### src/hdl/sparse_pkg.sv
`default_nettype none

package sparse_pkg;

	//////////////////////////////
	// Chunk geometry
	//////////////////////////////

	// Bytes per beat and beats per chunk, 16 elements in all
	localparam int LANES = 4;
	localparam int BEATS = 4;

	//////////////////////////////
	// Width types
	//////////////////////////////

	typedef logic [7:0] elem_t;
	typedef logic [LANES-1:0] smap_t;
	typedef logic [$clog2(BEATS)-1:0] beat_idx_t;
	// Position inside the packed byte list of one beat
	typedef logic [$clog2(LANES)-1:0] lane_idx_t;
	// Full product of two elements
	typedef logic [15:0] prod_t;
	typedef logic [23:0] acc_t;

	// Sparsemap plus nonzero bytes, lane 0 in the low byte
	typedef struct packed {
		smap_t smap;
		elem_t [LANES-1:0] data;
	} beat_t;

	// One beat write, valid is a single-cycle strobe
	typedef struct packed {
		logic valid;
		beat_idx_t idx;
		beat_t beat;
	} beat_wr_t;

endpackage

`default_nettype wire
### src/hdl/compute_unit.sv
`default_nettype none

module compute_unit #(
	 parameter int NUM_BUFS = 4
)(
	 input wire logic clk_i
	,input wire logic rst_n_i

	,input wire sparse_pkg::beat_wr_t filter_wr_i

	,input wire logic init_i
	,input wire logic chunk_start_i
	,input wire logic [((NUM_BUFS > 1) ? $clog2(NUM_BUFS) : 1)-1:0] acc_buf_sel_i

	// IFM read through the arbiter
	,output logic rd_req_o
	,output sparse_pkg::beat_idx_t rd_idx_o
	,input wire logic rd_gnt_i
	,input wire logic rd_rsp_i
	,input wire sparse_pkg::beat_t rd_beat_i

	,output logic done_o

	,input wire logic [((NUM_BUFS > 1) ? $clog2(NUM_BUFS) : 1)-1:0] out_buf_sel_i
	,output sparse_pkg::acc_t out_dat_o
);

	localparam int BSEL_W = (NUM_BUFS > 1) ? $clog2(NUM_BUFS) : 1;

	typedef enum logic [1:0] {IDLE, REQ, WAIT, ADD} state_t;

	state_t state_q;
	state_t state_d;
	sparse_pkg::beat_idx_t beat_q;
	logic [BSEL_W-1:0] buf_q;
	logic done_q;
	logic last_beat;

	sparse_pkg::beat_t filt_q [sparse_pkg::BEATS];
	sparse_pkg::beat_t ifm_q;
	sparse_pkg::beat_t flt_beat;
	sparse_pkg::smap_t match;
	sparse_pkg::acc_t beat_sum;
	sparse_pkg::acc_t acc_q [NUM_BUFS];

	//////////////////////////////
	// Filter store
	//////////////////////////////

	always_ff @(posedge clk_i) begin
		if (!rst_n_i) begin
			for (int i = 0; i < sparse_pkg::BEATS; i++) begin
				filt_q[i] <= '0;
			end
		end else if (filter_wr_i.valid) begin
			filt_q[filter_wr_i.idx] <= filter_wr_i.beat;
		end
	end

	//////////////////////////////
	// Beat walker FSM
	//////////////////////////////

	assign last_beat = (beat_q == sparse_pkg::beat_idx_t'(sparse_pkg::BEATS-1));

	always_comb begin
		state_d = state_q;
		case (state_q)
			IDLE: begin
				if (chunk_start_i) begin
					state_d = REQ;
				end
			end
			REQ: begin
				if (rd_gnt_i) begin
					state_d = WAIT;
				end
			end
			WAIT: begin
				if (rd_rsp_i) begin
					state_d = ADD;
				end
			end
			ADD: state_d = last_beat ? IDLE : REQ;
			default: state_d = IDLE;
		endcase
	end

	always_ff @(posedge clk_i) begin
		if (!rst_n_i) begin
			state_q <= IDLE;
			beat_q <= '0;
			buf_q <= '0;
			done_q <= 1'b0;
		end else begin
			state_q <= state_d;
			if (state_q == IDLE && chunk_start_i) begin
				beat_q <= '0;
				buf_q <= acc_buf_sel_i;
				done_q <= 1'b0;
			end
			if (state_q == ADD) begin
				if (last_beat) begin
					done_q <= 1'b1;
				end else begin
					beat_q <= beat_q + 1'b1;
				end
			end
		end
	end

	assign rd_req_o = (state_q == REQ);
	assign rd_idx_o = beat_q;
	assign done_o = done_q;

	// Returned IFM beat, used in the ADD cycle
	always_ff @(posedge clk_i) begin
		if (state_q == WAIT && rd_rsp_i) begin
			ifm_q <= rd_beat_i;
		end
	end

	//////////////////////////////
	// Sparse match and MAC
	//////////////////////////////

	assign flt_beat = filt_q[beat_q];
	assign match = ifm_q.smap & flt_beat.smap;

	// Running popcounts give each lane's slot in the packed lists
	always_comb begin : mac
		sparse_pkg::lane_idx_t ifm_pos;
		sparse_pkg::lane_idx_t flt_pos;
		sparse_pkg::prod_t prod;
		ifm_pos = '0;
		flt_pos = '0;
		prod = '0;
		beat_sum = '0;
		for (int n = 0; n < sparse_pkg::LANES; n++) begin
			if (match[n]) begin
				prod = ifm_q.data[ifm_pos] * flt_beat.data[flt_pos];
				beat_sum = beat_sum + sparse_pkg::acc_t'(prod);
			end
			ifm_pos = ifm_pos + sparse_pkg::lane_idx_t'(ifm_q.smap[n]);
			flt_pos = flt_pos + sparse_pkg::lane_idx_t'(flt_beat.smap[n]);
		end
	end

	always_ff @(posedge clk_i) begin
		if (!rst_n_i || init_i) begin
			for (int b = 0; b < NUM_BUFS; b++) begin
				acc_q[b] <= '0;
			end
		end else if (state_q == ADD) begin
			acc_q[buf_q] <= acc_q[buf_q] + beat_sum;
		end
	end

	assign out_dat_o = acc_q[out_buf_sel_i];

	a_start_when_idle: assert property (
		@(posedge clk_i) disable iff (!rst_n_i) chunk_start_i |-> state_q == IDLE
	) else $error("Chunk start while the unit is busy");

	// Responses must only come back for this unit's own read
	a_rsp_when_waiting: assert property (
		@(posedge clk_i) disable iff (!rst_n_i) rd_rsp_i |-> state_q == WAIT
	) else $error("Read response without an outstanding read");

endmodule

`default_nettype wire

### config.mk
export PLATFORM = sky130hd
export DESIGN_NAME = compute_unit
export DESIGN_NICKNAME = d
export VERILOG_FILES = /design/src/hdl/sparse_pkg.sv /design/src/hdl/compute_unit.sv
export SDC_FILE = /design/constraint.sdc
export NUM_CORES = 1
export LEC_CHECK = 0
export BUFFER_PORTS_ARGS = -buffer_cell sky130_fd_sc_hd__buf_2
export CAP_MARGIN = 0
export CORE_UTILIZATION = 47
export CTS_BUF_LIST = sky130_fd_sc_hd__clkbuf_16
export CTS_CLUSTER_DIAMETER = 50
export DETAILED_ROUTE_END_ITERATION = 7
export PLACE_DENSITY = 0.71
export REMOVE_ABC_BUFFERS = 1
export SLEW_MARGIN = 40
export SYNTH_ARGS = -nofsm -noshare
export SYNTH_HDL_FRONTEND = slang
export SYNTH_SLANG_ARGS = --single-unit
### constraint.sdc
create_clock -name clk_i -period 14.2 [get_ports clk_i]
set_input_delay 0.71 -clock clk_i [delete_from_list [all_inputs] [get_ports clk_i]]
set_output_delay 0.71 -clock clk_i [all_outputs]
set_load 0.02 [all_outputs]
==> impl_metrics.csv, run 1 <==
group,metric,value,unit
run,cap_violations,0,
synth,yosysWarnings,0,
final_layout,nNetsFinal,2915,
clock_tree,insertion_delay,0.55,ns
final_layout,layout_commonest_cell,"inv_1",
floorplan,core_area,51600,um^2
floorplan,initial_core_util,0.478,
sta,finalSetupViolCount,48,
floorplan,die_h,231,um
routing,postRouteAntennaNets,0,
final_layout,postLayoutCoreUtil,0.567,
synth,ys_types,77,
sta,tns,-8.96,ns
placed_design,portBuffers,112,
final_layout,area_delta_synth_final,18.8,%
status,violations,"negative setup slack",
sta,rsz0062_at_grt,"yes",
final_layout,most-common-layout-cells,"280 x inv_1, 276 x edfxtp_1, 224 x and2_1",
sta,max_slew.worst_pin.slew,0.889,ns
floorplan,fp.dieArea,53400,um^2
placed_design,dpl.cell_count,3070,
hold_path,hp-class,"in2reg",
sta,fin_ws,-0.283,ns
floorplan,rows,83,
placed_design,routabilityCongestion,0.956,
clock_tree,htreeDepth,2,
clock_tree,cts_root_buf,"clkbuf_16",
grt,grt_max_degree,46,
routing,via_per_inst,5.55,
routing,post-route-drc-count,0,
final_layout,stdcell_count,3163,
sta,timing_hold_violations_final,0,
clock_tree,clockBufferDepth,3,
grt,overflow,0,
synth,ys_seq_elements,285,
sta,final_max_slew_viol_count,0,
grt,track_usage,0.238,
clock_tree,cts_hold_buf,0,
critical_path,crit_path_frequent_cell,"fa_1",
floorplan,boundaryPins,113,
synth,syn_area_per_cell,11.3,um^2
final_layout,fillCellCount,4157,
synth,netlist_instances,2173,
grt,antenna_found_initial,2,
clock_tree,cts_sinks,285,
critical_path,critical_path.top_delay_family,"adder cells",
routing,vias,17600,
floorplan,die_w,231,um
critical_path,critPathRequiredTime,14.47,ns
critical_path,cp.arrival,14.75,ns
sta,fin_crit_sh,1.02,
critical_path,critPathSlowestCell,"mux4_2",
synth,synthArstFlopShare,0,
critical_path,crit_buf_inv,13,
sta,layout_min_cycle_time,14.48,ns
routing,firstDrtPassIters,5,
sta,timing.fmax,69.0,MHz
clock_tree,cts_made_buffers,34,
synth,ys_seq_area_frac,0.343,
synth,synth_area,24700,um^2
critical_path,max_stage_delay,0.58,ns
clock_tree,cts.clk_slew.worst_paths,0.06,ns
critical_path,worstSetupPathType,"reg2reg",
final_layout,drive_gt1_frac,0.274,
routing,wl_per_cell,19.7,um
critical_path,path_max_fanout,5,
critical_path,endpoint_kind,"flip-flop",
status,status,"complete, but fails checks",
sta,slew-limit-headroom,0.406,
grt,grt_pass1_wl,99200,um
placed_design,dp_hpwl,46700,um
final_layout,seq_area,8470,um^2
routing,first_iter_violations,1048,
routing,wl,62300,um
synth,synth-main-ff-cell,"edfxtp_1",
final_layout,multi_input_area,15600,um^2
clock_tree,cts_tree,"yes",
grt,first_global_vias,18500,
sta,fin_skew,0.0169,ns
critical_path,start_kind,"flip-flop",
synth,synth_edf_count,276,
==> final timing paths <==
path | startpoint | to | slack (ns) | depth (start not counted)
worst max register to register | rd_idx_o[0] | acc_q[0][22] | -0.28 | 60
worst min register to register | buf_q[1] | flip-flop | 0.56 | 2
worst max-delay path | rd_idx_o[0] | acc_q[0][22] | -0.28 | 60
worst min-delay path | rd_beat_i[30] | ifm_q[30] | 0.33 | 1
==> sequential cells by signal, indices dropped and copies added, names as in the netlist, named ones only <==
name / count
filt_q: 144
state_q: 2
rd_idx_o: 2
buf_q: 2
acc_q: 96
ifm_q: 36
done_o: 1
==> Yosys cell counts, types with 6 or more instances <==
| master | instances | area share |
|---|---|---|
| inv_1 | 286 | 0.044 |
| edfxtp_1 | 276 | 0.34 |
| and2_1 | 237 | 0.060 |
| fa_1 | 190 | 0.15 |
| ha_1 | 185 | 0.094 |
| nand2_1 | 183 | 0.028 |
| nor2_1 | 156 | 0.024 |
| mux4_2 | 115 | 0.11 |
| a21oi_1 | 68 | 0.014 |
| clkbuf_1 | 54 | 0.0082 |
| and3_1 | 40 | 0.010 |
| xnor2_1 | 32 | 0.011 |
| o21ai_0 | 30 | 0.0061 |
| xor2_1 | 30 | 0.011 |
| a21o_1 | 23 | 0.0070 |
| mux2_2 | 23 | 0.011 |
| mux2i_1 | 18 | 0.0073 |
| o21ai_1 | 15 | 0.0030 |
| buf_1 | 14 | 0.0021 |
| nand2b_1 | 13 | 0.0033 |
| nor2b_1 | 13 | 0.0033 |
| o21bai_1 | 13 | 0.0040 |
| o21a_1 | 12 | 0.0037 |
| nand3_1 | 11 | 0.0022 |
| buf_2 | 10 | 0.0020 |
| a211oi_1 | 9 | 0.0027 |
| dfxtp_1 | 9 | 0.0073 |
| or3_1 | 7 | 0.0018 |
| a31oi_1 | 6 | 0.0015 |
| nand4_1 | 6 | 0.0015 |
==> stage by stage <==
| stage | setup WS, ns | cell area [um^2] | hold slack [ns] |
|---|---|---|---|
| 4_1_cts | -0.280 | 29000 | 0.317 |
| 3_3_place_gp | -0.910 | 27100 | 0.525 |
| 5_1_grt | -0.887 | 29300 | 0.318 |
| 6_report | -0.283 | 29300 | 0.335 |
| 3_5_place_dp | -1.19 | 27200 | 0.566 |
| 2_1_floorplan | -2.30 | 24300 | 0.498 |
==> final cells by class <==
type                       instances  area share
clock buffer                      35      0.0299
clock inverter                    27     0.00598
timing repair buffer             331      0.0773
tap                              680      0.0291
multi-input combinational       1517       0.532
inverter                         286      0.0367
sequential                       285       0.289
antenna                            2    0.000171
==> routing by layer <==
metal / GRT usage / vias up / wire length, um
met5: 0 / - / 0
met4: 0.0842 / 0 / 1950
met3: 0.0316 / 112 / 3430
met2: 0.402 / 529 / 30900
met1: 0.314 / 8866 / 26000
li1: - / 8046 / -
==> cell families after synthesis <==
| family | synth area share |
|---|---|
| simple gates | 0.142 |
| flops | 0.343 |
| xor+xnor | 0.0227 |
| mux | 0.123 |
| buf+inv | 0.0592 |
| fa+ha+maj | 0.248 |
| compound gates | 0.0616 |
==> what timing repair did <==
| item | in CTS | in global routing |
|---|---|---|
| cloned | 0 | 0 |
| pin swaps | 102 | 72 |
| endpoints found under the setup margin | 64 | 63 |
| resized for setup | 128 | 59 |
| buffers inserted | 22 | 8 |
Power of run 1 is not shown: default switching activity piles up to over one toggle a cycle in this logic, so the estimate is an artifact.
==> run 2, diff against run 1 <==
--- a/config.mk
+++ b/config.mk
@@ -12,7 +12,6 @@
 export CTS_CLUSTER_DIAMETER = 50
 export DETAILED_ROUTE_END_ITERATION = 7
 export PLACE_DENSITY = 0.71
-export REMOVE_ABC_BUFFERS = 1
 export SLEW_MARGIN = 40
 export SYNTH_ARGS = -nofsm -noshare
 export SYNTH_HDL_FRONTEND = slang
==> impl_metrics.csv, run 2 (synthesis results as in run 1) <==
group,metric,value,unit
clock_tree,cts_tree,"yes",
placed_design,portBuffers,112,
sta,timing.fmax,69.2,MHz
routing,firstDrtPassIters,5,
clock_tree,htreeDepth,2,
final_layout,multi_input_area,15500,um^2
sta,fin_skew,0.0194,ns
final_layout,top_register,"filt_q",
grt,grt_max_degree,50,
final_layout,drive_gt1_frac,0.261,
clock_tree,cts.clk_slew.worst_paths,0.06,ns
critical_path,endpoint_kind,"flip-flop",
grt,antenna_found_initial,3,
critical_path,r2r_end,"acc_q[0][22]",
grt,track_usage,0.247,
sta,timing.hold.ws,0.338,ns
routing,postRouteAntennaNets,0,
floorplan,die_w,231,um
sta,max_slew.worst_pin.slew,0.808,ns
final_layout,final_area,29100,um^2
clock_tree,cts_root_buf,"clkbuf_16",
hold_path,hold_start,"rd_beat_i[4]",
synth,syn_nets,2633,
critical_path,crit_path_frequent_cell,"fa_1",
routing,wl,63200,um
critical_path,start_kind,"flip-flop",
grt,grt_pass1_wl,102000,um
sta,rsz0062_at_grt,"yes",
clock_tree,clockBufferDepth,3,
final_layout,area_delta_synth_final,18.0,%
critical_path,critPathRequiredTime,14.47,ns
routing,post-route-drc-count,0,
final_layout,seq_area,8470,um^2
sta,fin_ws,-0.259,ns
routing,wl_per_cell,20.1,um
grt,overflow,0,
placed_design,routabilityCongestion,0.950,
hold_path,hold_end,"ifm_q[4]",
critical_path,max_stage_delay,0.61,ns
routing,first_iter_violations,1261,
routing,vias,17600,
final_layout,most-common-layout-cells,"280 x inv_1, 276 x edfxtp_1, 228 x and2_1",
floorplan,initial_core_util,0.478,
floorplan,boundaryPins,113,
sta,layout_min_cycle_time,14.46,ns
floorplan,fp.dieArea,53400,um^2
placed_design,dp_hpwl,48200,um
sta,fin_crit_sh,1.02,
status,violations,"negative setup slack",
run,cap_violations,0,
routing,via_per_inst,5.59,
final_layout,largest_reg_flops,144,
critical_path,r2r_slack,-0.26,ns
status,status,"complete, but fails checks",
clock_tree,cts_made_buffers,35,
sta,slew-limit-headroom,0.460,
critical_path,path_max_fanout,6,
final_layout,nNetsFinal,2891,
final_layout,fillCellCount,4226,
critical_path,critPathSlowestCell,"mux4_2",
floorplan,rows,83,
hold_path,whs_path_depth,1,
final_layout,layout_commonest_cell,"inv_1",
final_layout,reg_top3,"filt_q x144, acc_q x96, ifm_q x36",
clock_tree,cts_hold_buf,0,
critical_path,r2r_start,"rd_idx_o[0]",
placed_design,place_area,27200,um^2
floorplan,die_h,231,um
hold_path,hp-class,"in2reg",
floorplan,core_area,51600,um^2
critical_path,worstSetupPathType,"reg2reg",
sta,tns,-6.68,ns
clock_tree,insertion_delay,0.55,ns
grt,first_global_vias,18700,
critical_path,cp.arrival,14.73,ns
sta,timing_hold_violations_final,0,
clock_tree,cts_sinks,285,
sta,finalSetupViolCount,43,
critical_path,r2r_cells,59,
sta,final_max_slew_viol_count,0,
run 2: worst max path at each step:
| stage | end | start | slack [ns] | cells after the start |
|---|---|---|---|---|
| 2_1_floorplan | acc_q[1][23] | rd_idx_o[0] | 0.003 | 60 |
| 3_3_place_gp | acc_q[0][18] | rd_idx_o[0] | -0.40 | 60 |
| 3_5_place_dp | acc_q[1][23] | rd_idx_o[0] | -0.57 | 59 |
| 4_1_cts | acc_q[2][20] | rd_idx_o[0] | -0.22 | 54 |
| 5_1_grt | acc_q[1][23] | rd_idx_o[0] | -0.88 | 53 |
| 6_report | acc_q[0][22] | rd_idx_o[0] | -0.26 | 59 |
run 2: worst max-delay path, delay by kind of cell, from the launching register on:
family / cells / cell delay [ns]
flip-flops: 1 / 0.40
multiplexers: 2 / 0.88
AND/OR/NAND/NOR: 5 / 0.45
buffers and inverters: 11 / 0.68
AO/OA/AOI/OAI: 16 / 2.62
adder cells (fa/ha/maj): 21 / 8.51
XOR/XNOR: 4 / 0.63
run 2: repair_timing:
item                                    CTS  global route
pin swaps                                48            27
gates resized for setup                  70            37
cloned                                    0             0
endpoints found under the setup margin   51            64
setup buffers                            19             8
run 2: metrics by stage:
stage / util / setup WS, ns / cells
floorplan: - / 0.00309 / 2173
global placement: 0.526 / -0.396 / 3046
detailed placement: 0.527 / -0.568 / 3047
CTS: 0.558 / -0.219 / 3130
global route: 0.564 / -0.877 / 3138
finish: 0.564 / -0.259 / 3139
run 2: final cells by class:
class / instances / share of cell area
Clock inverter: 29 / 0.00942
Antenna cell: 1 / 0.0000860
Clock buffer: 35 / 0.0301
Multi-Input combinational cell: 1517 / 0.533
Sequential cell: 285 / 0.291
Inverter: 286 / 0.0370
Timing Repair Buffer: 306 / 0.0699
Tap cell: 680 / 0.0292
run 2: per-layer routing:
| layer | GRT usage | up-vias | part of all wire |
|---|---|---|---|
| met1 | 0.325 | 8886 | 0.42 |
| met3 | 0.0374 | 101 | 0.063 |
| li1 | - | 7981 | - |
| met5 | 0 | - | 0.00036 |
| met2 | 0.426 | 590 | 0.50 |
| met4 | 0.0652 | 4 | 0.024 |
Power of run 2 is left out for the same reason.
