--- config.mk ---
export PLATFORM = sky130hd
export DESIGN_NAME = ifm_chunk_mem
export DESIGN_NICKNAME = d
export VERILOG_FILES = /design/src/hdl/sparse_pkg.sv /design/src/hdl/ifm_chunk_mem.sv
export SDC_FILE = /design/constraint.sdc
export NUM_CORES = 1
export LEC_CHECK = 0
export BUFFER_PORTS_ARGS = -buffer_cell sky130_fd_sc_hd__buf_2
export CORE_ASPECT_RATIO = 0.5
export CORE_MARGIN = 2
export CORE_UTILIZATION = 38
export CTS_CLUSTER_DIAMETER = 60
export DETAILED_ROUTE_END_ITERATION = 12
export SETUP_SLACK_MARGIN = 0.1
export SLEW_MARGIN = 20
export SYNTH_ARGS = -nofsm -noshare
export SYNTH_HDL_FRONTEND = slang
export SYNTH_SLANG_ARGS = --single-unit
--- constraint.sdc ---
create_clock -name clk_i -period 4.4 [get_ports clk_i]
set_clock_uncertainty 0.15 [all_clocks]
set_input_delay 0.22 -clock clk_i [delete_from_list [all_inputs] [get_ports clk_i]]
set_output_delay 0.22 -clock clk_i [all_outputs]
set_load 0.02 [all_outputs]
--- src/hdl/sparse_pkg.sv ---
`default_nettype none

package sparse_pkg;

	//////////////////////////////
	// Chunk geometry
	//////////////////////////////

	// Bytes per beat and beats per chunk, 16 elements in all
	localparam int LANES = 4;
	localparam int BEATS = 4;

	//////////////////////////////
	// Width types
	//////////////////////////////

	typedef logic [7:0] elem_t;
	typedef logic [LANES-1:0] smap_t;
	typedef logic [$clog2(BEATS)-1:0] beat_idx_t;
	// Position inside the packed byte list of one beat
	typedef logic [$clog2(LANES)-1:0] lane_idx_t;
	// Full product of two elements
	typedef logic [15:0] prod_t;
	typedef logic [23:0] acc_t;

	// Sparsemap plus nonzero bytes, lane 0 in the low byte
	typedef struct packed {
		smap_t smap;
		elem_t [LANES-1:0] data;
	} beat_t;

	// One beat write, valid is a single-cycle strobe
	typedef struct packed {
		logic valid;
		beat_idx_t idx;
		beat_t beat;
	} beat_wr_t;

endpackage

`default_nettype wire
--- src/hdl/ifm_chunk_mem.sv ---
`default_nettype none

module ifm_chunk_mem (
	 input wire logic clk_i
	,input wire logic rst_n_i

	// Write side, external loader
	,input wire sparse_pkg::beat_wr_t wr_i
	,input wire logic wr_bank_i

	// Read side, driven through the arbiter
	,input wire logic rd_bank_i
	,input wire logic rd_en_i
	,input wire sparse_pkg::beat_idx_t rd_idx_i
	,output sparse_pkg::beat_t rd_beat_o
);

	// Two banks so the next chunk can load while this one is read
	sparse_pkg::beat_t mem_q [2][sparse_pkg::BEATS];

	//////////////////////////////
	// Write port
	//////////////////////////////

	always_ff @(posedge clk_i) begin
		if (!rst_n_i) begin
			for (int b = 0; b < 2; b++) begin
				for (int i = 0; i < sparse_pkg::BEATS; i++) begin
					mem_q[b][i] <= '0;
				end
			end
		end else if (wr_i.valid) begin
			mem_q[wr_bank_i][wr_i.idx] <= wr_i.beat;
		end
	end

	//////////////////////////////
	// Read port
	//////////////////////////////

	// One cycle latency, only updated on a granted read
	always_ff @(posedge clk_i) begin
		if (rd_en_i) begin
			rd_beat_o <= mem_q[rd_bank_i][rd_idx_i];
		end
	end

	// The bank under computation must stay stable
	a_no_wr_to_rd_bank: assert property (
		@(posedge clk_i) disable iff (!rst_n_i)
		!(wr_i.valid && rd_en_i && (wr_bank_i == rd_bank_i))
	) else $error("IFM write hits the bank being read");

endmodule

`default_nettype wire

==> results of run 1 <==
==> what timing repair did <==
action	in CTS	in global routing
setup endpoints to repair	0	0
endpoints found under the hold margin	90	3
hold buffers	30	1
==> cells in the final DEF, fill, tap and decap left out <==
| cell | netlist | routed |
|---|---|---|
| bufinv_16 | 0 | 2 |
| clkinvlp_4 | 0 | 1 |
| clkbuf_16 | 0 | 37 |
| nor3_1 | 180 | 180 |
| buf_12 | 0 | 3 |
| inv_2 | 1 | 1 |
| buf_2 | 1 | 79 |
| nand3b_1 | 1 | 1 |
| nand2b_2 | 0 | 1 |
| nand4bb_2 | 0 | 1 |
| clkbuf_1 | 40 | 6 |
| inv_8 | 0 | 1 |
| inv_1 | 36 | 36 |
| and3_1 | 36 | 36 |
| dlygate4sd3_1 | 0 | 31 |
| nand2b_4 | 0 | 1 |
| mux4_2 | 8 | 8 |
| buf_4 | 0 | 17 |
| or2_2 | 1 | 1 |
| edfxtp_1 | 324 | 324 |
| clkinv_2 | 0 | 3 |
| mux2_2 | 36 | 36 |
| o21ai_4 | 0 | 8 |
| clkinv_1 | 0 | 8 |
| mux4_1 | 64 | 64 |
| nand2_1 | 2 | 2 |
==> per-stage QoR <==
stage          std cells  setup WS [ns]  hold WS [ns]
2_1_floorplan        768          0.484         0.182
3_3_place_gp        1283           1.54         0.464
3_5_place_dp        1283           1.48         0.465
4_1_cts             1371           2.00       0.00199
5_1_grt             1372           1.90        0.0397
6_report            1372           2.00        0.0143
==> kinds of logic (layout without fill, tap and decap cells) <==
logic type	Yosys count	in the layout	share of synthesized area
muxes	108	108	0.166
and+or+nand+nor	223	223	0.0857
AOI/OAI and AO/OA	8	8	0.00293
buffers and inverters	105	225	0.0335
DFF	324	324	0.712
==> cell usage after synthesis (all sizes together) <==
master   count
and3        36
buf         26
clkbuf      42
edfxtp     324
inv         37
mux2        36
mux4        72
nand2        2
nand2b       2
nand3b       1
nand4bb      1
nor3       180
o21ai        8
or2          1
==> power by group <==
| group | leakage, nW | internal [W] | switching, W |
|---|---|---|---|
| Sequential | 3.13 | 0.00364 | 0.0000550 |
| Combinational | 1.96 | 0.000240 | 0.000367 |
| Clock | 0.522 | 0.00164 | 0.00116 |
| Total | 5.61 | 0.00553 | 0.00158 |
==> worst max-delay path, delay by kind of cell <==
family / cells / cell delay [ns]
and+or+nand+nor: 1 / 0.71
buffers and inverters: 2 / 0.61
AOI/OAI and AO/OA: 1 / 0.85
==> layer usage <==
| metal | part of all wire | up-vias | GRT usage | wire, µm |
|---|---|---|---|---|
| li1 | - | 3320 | - | - |
| met1 | 0.42 | 3827 | 0.228 | 13500 |
| met2 | 0.51 | 235 | 0.297 | 16200 |
| met3 | 0.057 | 50 | 0.0268 | 1820 |
| met4 | 0.019 | 0 | 0.0431 | 610 |
| met5 | 0 | - | 0 | 0 |
==> state kept, by name, summed over array words and instances (netlist names) <==
register	cells
rd_beat_o	36
mem_q	288
==> how the worst max path moves through the flow <==
| stage | cells after the start | end | startpoint |
|---|---|---|---|
| after floorplan | 4 | mem_q[0][108]$_SDFFCE_PN0P_ | rst_n_i |
| after global placement | 4 | mem_q[1][59]$_DFFE_PP_ | wr_i[36] |
| after detailed placement | 4 | mem_q[1][59]$_DFFE_PP_ | wr_i[36] |
| after CTS | 4 | mem_q[1][59]$_DFFE_PP_ | wr_i[36] |
| after global routing | 4 | mem_q[1][59]$_DFFE_PP_ | wr_i[36] |
| final | 4 | mem_q[1][59]$_DFFE_PP_ | wr_i[36] |
==> area by class of cell <==
type | count | area, µm² | share of cell area
Sequential cell | 324 | 9730 | 0.607
Timing Repair Buffer | 130 | 893 | 0.0558
Multi-Input combinational cell | 339 | 3580 | 0.224
Clock buffer | 43 | 948 | 0.0592
Clock inverter | 15 | 124 | 0.00773
Tap cell | 484 | 606 | 0.0378
Inverter | 37 | 139 | 0.00867
==> impl_metrics.env, run 1 <==
export IMPL_cts_root_buf="clkbuf_16"
export IMPL_die_area_mm2=0.0376
export IMPL_status="finished, final reports clean"
export IMPL_max_freq_mhz=417
export IMPL_yosys_warnings=0
export IMPL_clock_sinks=324
export IMPL_power_per_cell_area_mw_per_mm2=443
export IMPL_required_ns=4.41
export IMPL_viasPerCell=5.42
export IMPL_worst_pin_slew_ns=1.10
export IMPL_r2r_setup_slack_ns=2.80
export IMPL_slowest_delay_ns=0.85
export IMPL_fin_crit_ns=2.40
export IMPL_cp_max_fo=38
export IMPL_route_detailed_drc=0
export IMPL_place_gp_congestion=0.736
export IMPL_end_kind="flop"
export IMPL_ys_seq_area_frac=0.712
export IMPL_cts_buffer_depth=3
export IMPL_cts_tree="built"
export IMPL_setup_viol=0
export IMPL_cap_viol_max_count=0
export IMPL_r2r_end="rd_beat_o[4]$_DFFE_PP_"
export IMPL_final_util=0.449
export IMPL_peakVddDrop_mv=0.234
export IMPL_synthToLayoutAreaGrowth_pct=17.2
export IMPL_grt_pass1_wl_mm=48.6
export IMPL_dp_hpwl_mm=17.5
export IMPL_synth_nets=814
export IMPL_post_cts_buffers=0
export IMPL_slew_headroom=0.268
export IMPL_coreArea_mm2=0.0357
export IMPL_reg2regPathDepth=2
export IMPL_r2r_start="mem_q[0][40]$_SDFFCE_PN0P_"
export IMPL_n_antenna_cell=0
export IMPL_clk_pin_slew_ns=0.06
export IMPL_first_global_vias=7912
export IMPL_netlist_instances=768
export IMPL_insertion_delay_ns=0.51
export IMPL_critPathKind="in2reg"
export IMPL_antenna_found_initial=0
export IMPL_placementRows=49
export IMPL_nFillCells=3102
export IMPL_overflow=0
export IMPL_worst_path_max_delay_cell="o21ai_4"
export IMPL_postRouteAntennaNets=0
export IMPL_numCtsBuffers=34
export IMPL_p_total_w=0.00710
export IMPL_cp_start_kind="input port"
export IMPL_synth_top_cell_by_area="edfxtp_1"
export IMPL_placed_cell_area_mm2=0.0146
export IMPL_min_period_over_period=0.545
export IMPL_holdPathEnd="mem_q[1][92]$_DFFE_PP_"
export IMPL_cp_data_arrival_time_ns=2.41
export IMPL_die_x_um=272
export IMPL_wl_mm=32.2
export IMPL_syn_area_mm2=0.0137
export IMPL_p_leak_nw=5.61
export IMPL_drt_iter0_drc=683
export IMPL_drive_above_1_share=0.225
export IMPL_synth_top_cell_area_share=0.712
export IMPL_timing_critical_path_cells="buf_2 -> nand2b_2 -> o21ai_4 -> buf_4"
export IMPL_hold_viol=0
export IMPL_post_cts_resized=0
export IMPL_fin_nets=912
export IMPL_slew_viol_final=0
export IMPL_hold_depth=2
export IMPL_worstHoldPathType="in2reg"
export IMPL_detail_route_wl_per_cell_um=23.4
export IMPL_postSynthAreaPerCell_um2=17.8
export IMPL_grt_max_degree=73
export IMPL_grt_util_all_layers=0.172
export IMPL_start_util=0.383
export IMPL_num_vias=7432
export IMPL_io_pins=82
export IMPL_synth_seq_cells=324
export IMPL_h_tree_depth=2
export IMPL_synth_area_leaders="edfxtp_1, mux4_1, nor3_1"
export IMPL_min_from="wr_i[20]"
export IMPL_ys_types=19
export IMPL_final_setup_tns_ns=0
export IMPL_firstDrtPassIters=7
export IMPL_grt_setup_unrepaired="no"
export IMPL_fin_area_mm2=0.0160
export IMPL_io_buffers=81
export IMPL_die_height_um=138
Note: power is estimated with default switching activity, not from simulation.
==> run 2, diff against run 1 <==
==> constraint.sdc (replaced) <==
create_clock -name clk_i -period 2.04 [get_ports clk_i]
set_clock_uncertainty 0.15 [all_clocks]
set_input_delay 0.102 -clock clk_i [delete_from_list [all_inputs] [get_ports clk_i]]
set_output_delay 0.102 -clock clk_i [all_outputs]
set_load 0.02 [all_outputs]
==> run 2 against run 1 <==
Compared with the run above:
- sequential cell count is the same
- register-to-register slack lost 2.3 ns
- via count grew 3.1%
- cell count grew 1.9%
- global-route usage grew 0.32 points
- combinational power grew 130%
- clock power grew 94%
- sequential share of layout area shrank 0.80 points
- routed wire length grew 2.9%
- critical path type is now reg2reg
- largest cell class unchanged
==> impl_metrics.env, run 2 (same netlist as run 1, synthesis figures left out) <==
export IMPL_status="finished, final reports clean"
export IMPL_cp_data_arrival_time_ns=1.73
export IMPL_r2r_end="rd_beat_o[5]$_DFFE_PP_"
export IMPL_n_antenna_cell=0
export IMPL_first_global_vias=7944
export IMPL_seq_area_mm2=0.00973
export IMPL_synthToLayoutAreaGrowth_pct=18.8
export IMPL_grt_util_all_layers=0.175
export IMPL_fin_crit_ns=1.57
export IMPL_post_cts_buffers=0
export IMPL_p_switching_w=0.00333
export IMPL_grt_pass1_wl_mm=49.4
export IMPL_nFillCells=3057
export IMPL_cts_buffer_depth=3
export IMPL_final_util=0.455
export IMPL_peakVddDrop_mv=0.452
export IMPL_largest_register_ffs=288
export IMPL_multi_input_area_mm2=0.00358
export IMPL_h_tree_depth=1
export IMPL_viasPerCell=5.48
export IMPL_place_gp_congestion=0.743
export IMPL_numCtsBuffers=31
export IMPL_setup_viol=0
export IMPL_start_util=0.383
export IMPL_power_frac_clock=0.366
export IMPL_layout_common_cells="edfxtp_1, nor3_1, buf_2, mux4_1, dlygate4sd3_1"
export IMPL_placementRows=49
export IMPL_end_kind="flop"
export IMPL_reg2regPathDepth=2
export IMPL_p_comb_frac=0.094
export IMPL_fin_area_mm2=0.0162
export IMPL_antenna_found_initial=1
export IMPL_die_area_mm2=0.0376
export IMPL_cp_start_kind="flop"
export IMPL_io_buffers=81
export IMPL_power_per_cell_area_mw_per_mm2=911
export IMPL_crit_start="mem_q[1][113]$_SDFFCE_PN0P_"
export IMPL_placed_cell_area_mm2=0.0149
export IMPL_firstDrtPassIters=4
export IMPL_insertion_delay_ns=0.56
export IMPL_largest_register="mem_q"
export IMPL_cp_max_fo=1
export IMPL_worst_pin_slew_ns=0.768
export IMPL_swShare=0.225
export IMPL_layout_commonest_cell="edfxtp_1"
export IMPL_slew_headroom=0.488
export IMPL_min_period_over_period=0.768
export IMPL_io_pins=82
export IMPL_clk_pin_slew_ns=0.07
export IMPL_seqPwrFrac=0.540
export IMPL_endpoint="rd_beat_o[5]$_DFFE_PP_"
export IMPL_detail_route_wl_per_cell_um=23.7
export IMPL_postRouteAntennaNets=0
export IMPL_route_detailed_drc=0
export IMPL_grt_setup_unrepaired="no"
export IMPL_slew_viol_final=0
export IMPL_min_from="rd_idx_i[0]"
export IMPL_r2r_setup_slack_ns=0.47
export IMPL_p_int_w=0.0115
export IMPL_cts_root_buf="clkbuf_16"
export IMPL_coreArea_mm2=0.0357
export IMPL_hold_viol=0
export IMPL_clock_sinks=324
export IMPL_die_height_um=138
export IMPL_num_vias=7665
export IMPL_required_ns=2.20
export IMPL_die_x_um=272
export IMPL_drive_above_1_share=0.244
export IMPL_grt_max_degree=69
export IMPL_reg_top3="mem_q: 288 flops, rd_beat_o: 36 flops"
export IMPL_critPathKind="reg2reg"
export IMPL_r2r_start="mem_q[1][113]$_SDFFCE_PN0P_"
export IMPL_wl_mm=33.1
export IMPL_dp_hpwl_mm=18.0
export IMPL_cap_viol_max_count=0
export IMPL_overflow=0
export IMPL_drt_iter0_drc=685
export IMPL_fin_nets=937
export IMPL_cts_tree="built"
export IMPL_p_leak_nw=5.73
export IMPL_max_freq_mhz=638
export IMPL_worstHoldPathType="in2reg"
[run 2: changes by cell type in the layout (fill, tap and decap cells not counted)]
| cell | before | now |
|---|---|---|
| clkbuf_1 | 6 | 3 |
| buf_2 | 79 | 80 |
| dlygate4sd3_1 | 31 | 37 |
| inv_8 | 1 | 0 |
| nand2b_4 | 1 | 0 |
| clkinv_2 | 3 | 10 |
| clkinv_4 | 0 | 1 |
| clkbuf_16 | 37 | 31 |
| nand2b_2 | 1 | 2 |
| buf_12 | 3 | 13 |
| buf_4 | 17 | 28 |
[run 2: worst min-delay path by stage]
stage / end / slack (ns) / cells after the start
finish: rd_beat_o[10]$_DFFE_PP_ / 0.07 / 3
global route: rd_beat_o[10]$_DFFE_PP_ / 0.08 / 3
CTS: rd_beat_o[10]$_DFFE_PP_ / 0.06 / 3
detailed placement: mem_q[1][58]$_DFFE_PP_ / 0.35 / 2
global placement: mem_q[1][89]$_DFFE_PP_ / 0.33 / 2
floorplan: rd_beat_o[0]$_DFFE_PP_ / 0.06 / 0
[run 2: layout make-up]
class                      count  area share
clock inverter                22     0.00963
multi-input combinational    339       0.220
sequential                   324       0.599
clock buffer                  34      0.0485
timing repair buffer         158      0.0764
inverter                      37     0.00855
tap                          484      0.0373
[run 2: metrics by stage]
step                cells  hold slack [ns]  power (W)  setup slack (ns)  setup TNS (ns)
floorplan             768           0.0645    0.00889            -0.166          -23.84
global placement     1305            0.328    0.00942             0.274               0
detailed placement   1305            0.353    0.00947             0.249               0
CTS                  1398           0.0612     0.0149             0.470               0
global route         1398           0.0750     0.0152             0.436               0
finish               1398           0.0701     0.0148             0.474               0
[run 2: power groups by stage]
stage	Sequential, W	Combinational (W)	Clock (W)
final	0.00798	0.00139	0.00542
after detailed placement	0.00813	0.00134	0
after floorplan	0.00817	0.000728	0
after CTS	0.00799	0.00140	0.00549
after global placement	0.00810	0.00132	0
after global routing	0.00802	0.00147	0.00573
[run 2: layer usage]
layer	up-vias	routed length, µm	track usage
met4	2	428	0.0304
met3	33	1710	0.0228
met1	4038	13700	0.234
met5	-	16	0
li1	3362	-	-
met2	230	17200	0.311
[run 2: timing repair]
action                    in CTS  in global routing
hold endpoints to repair     324                  0
resized for setup              0                  0
hold buffers                  37                  0
[run 2: critical path, stage by stage (launching register included)]
cell      delay [ns]
edfxtp_1        0.37
mux4_1          0.53
mux2_2          0.27
==> run 3, diff against run 2 <==
==> constraint.sdc (replaced) <==
create_clock -name clk_i -period 1.3 [get_ports clk_i]
set_clock_uncertainty 0.15 [all_clocks]
set_input_delay 0.065 -clock clk_i [delete_from_list [all_inputs] [get_ports clk_i]]
set_output_delay 0.065 -clock clk_i [all_outputs]
set_load 0.02 [all_outputs]
==> run 3 against run 2 <==
Compared with the run above:
- the run now ends with setup timing left
- total power is 64% higher
- register-to-register slack got worse by 0.71 ns
- count of clock-buffer cells in the layout increased by 12
- sequential cell count did not move
- sequential share of layout area is 1.9 points lower
- non-clock buffer count grew 26
- worst setup slack got worse by 0.71 ns
- fmax is 1.6% higher
- critical path type unchanged
- largest power group unchanged
==> impl_metrics.env, run 3 (same netlist as run 1, synthesis figures left out) <==
export IMPL_status="finished, violations left"
export IMPL_violations="setup timing"
export IMPL_r2r_setup_slack_ns=-0.24
export IMPL_min_period_over_period=1.19
export IMPL_coreArea_mm2=0.0357
export IMPL_grt_setup_unrepaired="yes"
export IMPL_reg2regPathDepth=2
export IMPL_n_antenna_cell=0
export IMPL_p_leak_nw=5.87
export IMPL_cap_viol_max_count=0
export IMPL_layout_common_cells="edfxtp_1, nor3_1, mux4_2, buf_2, buf_4"
export IMPL_synthToLayoutAreaGrowth_pct=22.8
export IMPL_fin_crit_ns=1.54
export IMPL_min_from="rd_idx_i[0]"
export IMPL_drt_iter0_drc=693
export IMPL_firstDrtPassIters=5
export IMPL_cp_max_fo=1
export IMPL_detail_route_wl_per_cell_um=24.0
export IMPL_cts_buffer_depth=3
export IMPL_placementRows=49
export IMPL_slew_headroom=0.619
export IMPL_final_util=0.470
export IMPL_p_switching_w=0.00551
export IMPL_clock_sinks=324
export IMPL_seqPwrFrac=0.519
export IMPL_r2r_end="rd_beat_o[20]$_DFFE_PP_"
export IMPL_p_comb_frac=0.107
export IMPL_slew_viol_final=0
export IMPL_die_area_mm2=0.0376
export IMPL_nFillCells=3033
export IMPL_hold_depth=3
export IMPL_peakVddDrop_mv=0.818
export IMPL_postRouteAntennaNets=0
export IMPL_cp_start_kind="flop"
export IMPL_holdPathEnd="rd_beat_o[16]$_DFFE_PP_"
export IMPL_power_per_cell_area_mw_per_mm2=1450
export IMPL_setup_viol=45
export IMPL_hold_viol=0
export IMPL_place_gp_congestion=0.761
export IMPL_slowest_delay_ns=0.47
export IMPL_grt_pass1_wl_mm=51.2
export IMPL_power_frac_clock=0.375
export IMPL_grt_max_degree=58
export IMPL_start_util=0.383
export IMPL_largest_register="mem_q"
export IMPL_cts_tree="built"
export IMPL_insertion_delay_ns=0.52
export IMPL_overflow=0
export IMPL_swShare=0.227
export IMPL_io_buffers=81
export IMPL_largest_register_ffs=288
export IMPL_max_freq_mhz=649
export IMPL_critPathKind="reg2reg"
export IMPL_die_x_um=272
export IMPL_worst_pin_slew_ns=0.572
export IMPL_seq_area_mm2=0.00973
export IMPL_fin_nets=966
export IMPL_cp_data_arrival_time_ns=1.65
export IMPL_wl_mm=34.3
export IMPL_first_global_vias=8260
export IMPL_r2r_start="mem_q[1][56]$_DFFE_PP_"
export IMPL_required_ns=1.41
export IMPL_h_tree_depth=2
export IMPL_placed_cells=1331
export IMPL_setup_slack_ns=-0.241
export IMPL_dp_hpwl_mm=20.1
export IMPL_antenna_found_initial=0
export IMPL_reg_top3="mem_q: 288 flops, rd_beat_o: 36 flops"
export IMPL_final_cells=1428
export IMPL_worst_path_max_delay_cell="mux4_2"
export IMPL_clk_pin_slew_ns=0.06
export IMPL_multi_input_area_mm2=0.00347
export IMPL_viasPerCell=5.44
export IMPL_p_int_w=0.0187
export IMPL_io_pins=82
export IMPL_num_vias=7766
export IMPL_drive_above_1_share=0.329
export IMPL_layout_commonest_cell="edfxtp_1"
export IMPL_end_kind="flop"
export IMPL_numCtsBuffers=34
export IMPL_timing_critical_path_cells="mux4_2 -> mux2_4"
export IMPL_cts_root_buf="clkbuf_16"
export IMPL_die_height_um=138
export IMPL_post_cts_buffers=0
export IMPL_grt_util_all_layers=0.183
export IMPL_route_detailed_drc=0
export IMPL_worstHoldPathType="in2reg"
[run 3: cell count changes in the layout (fill, tap and decap cells not counted), moves of 6 or more]
cell / delta
mux4_1: -64
mux4_2: +64
buf_2: -35
buf_6: +35
mux2_2: -28
mux2_4: +28
buf_4: +14
buf_12: +12
clkinv_2: -7
clkbuf_1: +6
clkbuf_16: +6
[run 3: area by class of cell]
| type | instances | area share |
|---|---|---|
| Timing Repair Buffer | 184 | 0.108 |
| Clock inverter | 14 | 0.00365 |
| Clock buffer | 46 | 0.0572 |
| Multi-Input combinational cell | 339 | 0.207 |
| Tap cell | 484 | 0.0361 |
| Sequential cell | 324 | 0.580 |
| Inverter | 37 | 0.00828 |
[run 3: worst max-delay path by stage]
stage | depth (start not counted) | end | slack (ns) | startpoint
floorplan | 4 | mem_q[0][0]$_SDFFCE_PN0P_ | -0.36 | rst_n_i
global placement | 4 | rd_beat_o[30]$_DFFE_PP_ | -0.41 | rd_bank_i
detailed placement | 4 | rd_beat_o[22]$_DFFE_PP_ | -0.44 | rd_bank_i
CTS | 2 | rd_beat_o[20]$_DFFE_PP_ | -0.25 | mem_q[1][56]$_DFFE_PP_
global route | 2 | rd_beat_o[20]$_DFFE_PP_ | -0.27 | mem_q[1][56]$_DFFE_PP_
finish | 2 | rd_beat_o[20]$_DFFE_PP_ | -0.24 | mem_q[1][56]$_DFFE_PP_
[run 3: layer usage]
| metal | vias to the layer above | track usage | wire length (µm) |
|---|---|---|---|
| met3 | 53 | 0.0304 | 2400 |
| met1 | 4025 | 0.240 | 13800 |
| li1 | 3364 | - | - |
| met4 | 0 | 0.0483 | 633 |
| met5 | - | 0 | 0 |
| met2 | 324 | 0.317 | 17500 |
[run 3: what timing repair did]
action,CTS,global route
hold endpoints to repair,327,0
endpoints found under the setup margin,72,72
resized for setup,80,20
hold buffers,37,0
[run 3: through the flow]
stage / setup TNS, ns / hold slack (ns) / power, W / setup slack, ns / area (µm²)
6_report: -7.77 / 0.0169 / 0.0243 / -0.241 / 16800
5_1_grt: -9.01 / 0.0241 / 0.0250 / -0.270 / 16800
4_1_cts: -8.13 / -0.00450 / 0.0244 / -0.250 / 16700
3_5_place_dp: -60.38 / 0.306 / 0.0151 / -0.437 / 15100
3_3_place_gp: -60.43 / 0.291 / 0.0150 / -0.408 / 15100
2_1_floorplan: -93.30 / 0.0275 / 0.0141 / -0.362 / 13700
[run 3: power groups by stage]
stage	clock network [W]	registers, W	logic, W
2_1_floorplan	0	0.0128	0.00127
3_3_place_gp	0	0.0128	0.00225
3_5_place_dp	0	0.0128	0.00229
4_1_cts	0.00924	0.0126	0.00253
5_1_grt	0.00967	0.0126	0.00272
6_report	0.00909	0.0126	0.00258
[run 3: critical path, delay by kind of cell, from the launching register on]
family,cells,cell delay (ns)
flip-flops,1,0.38
multiplexers,2,0.75
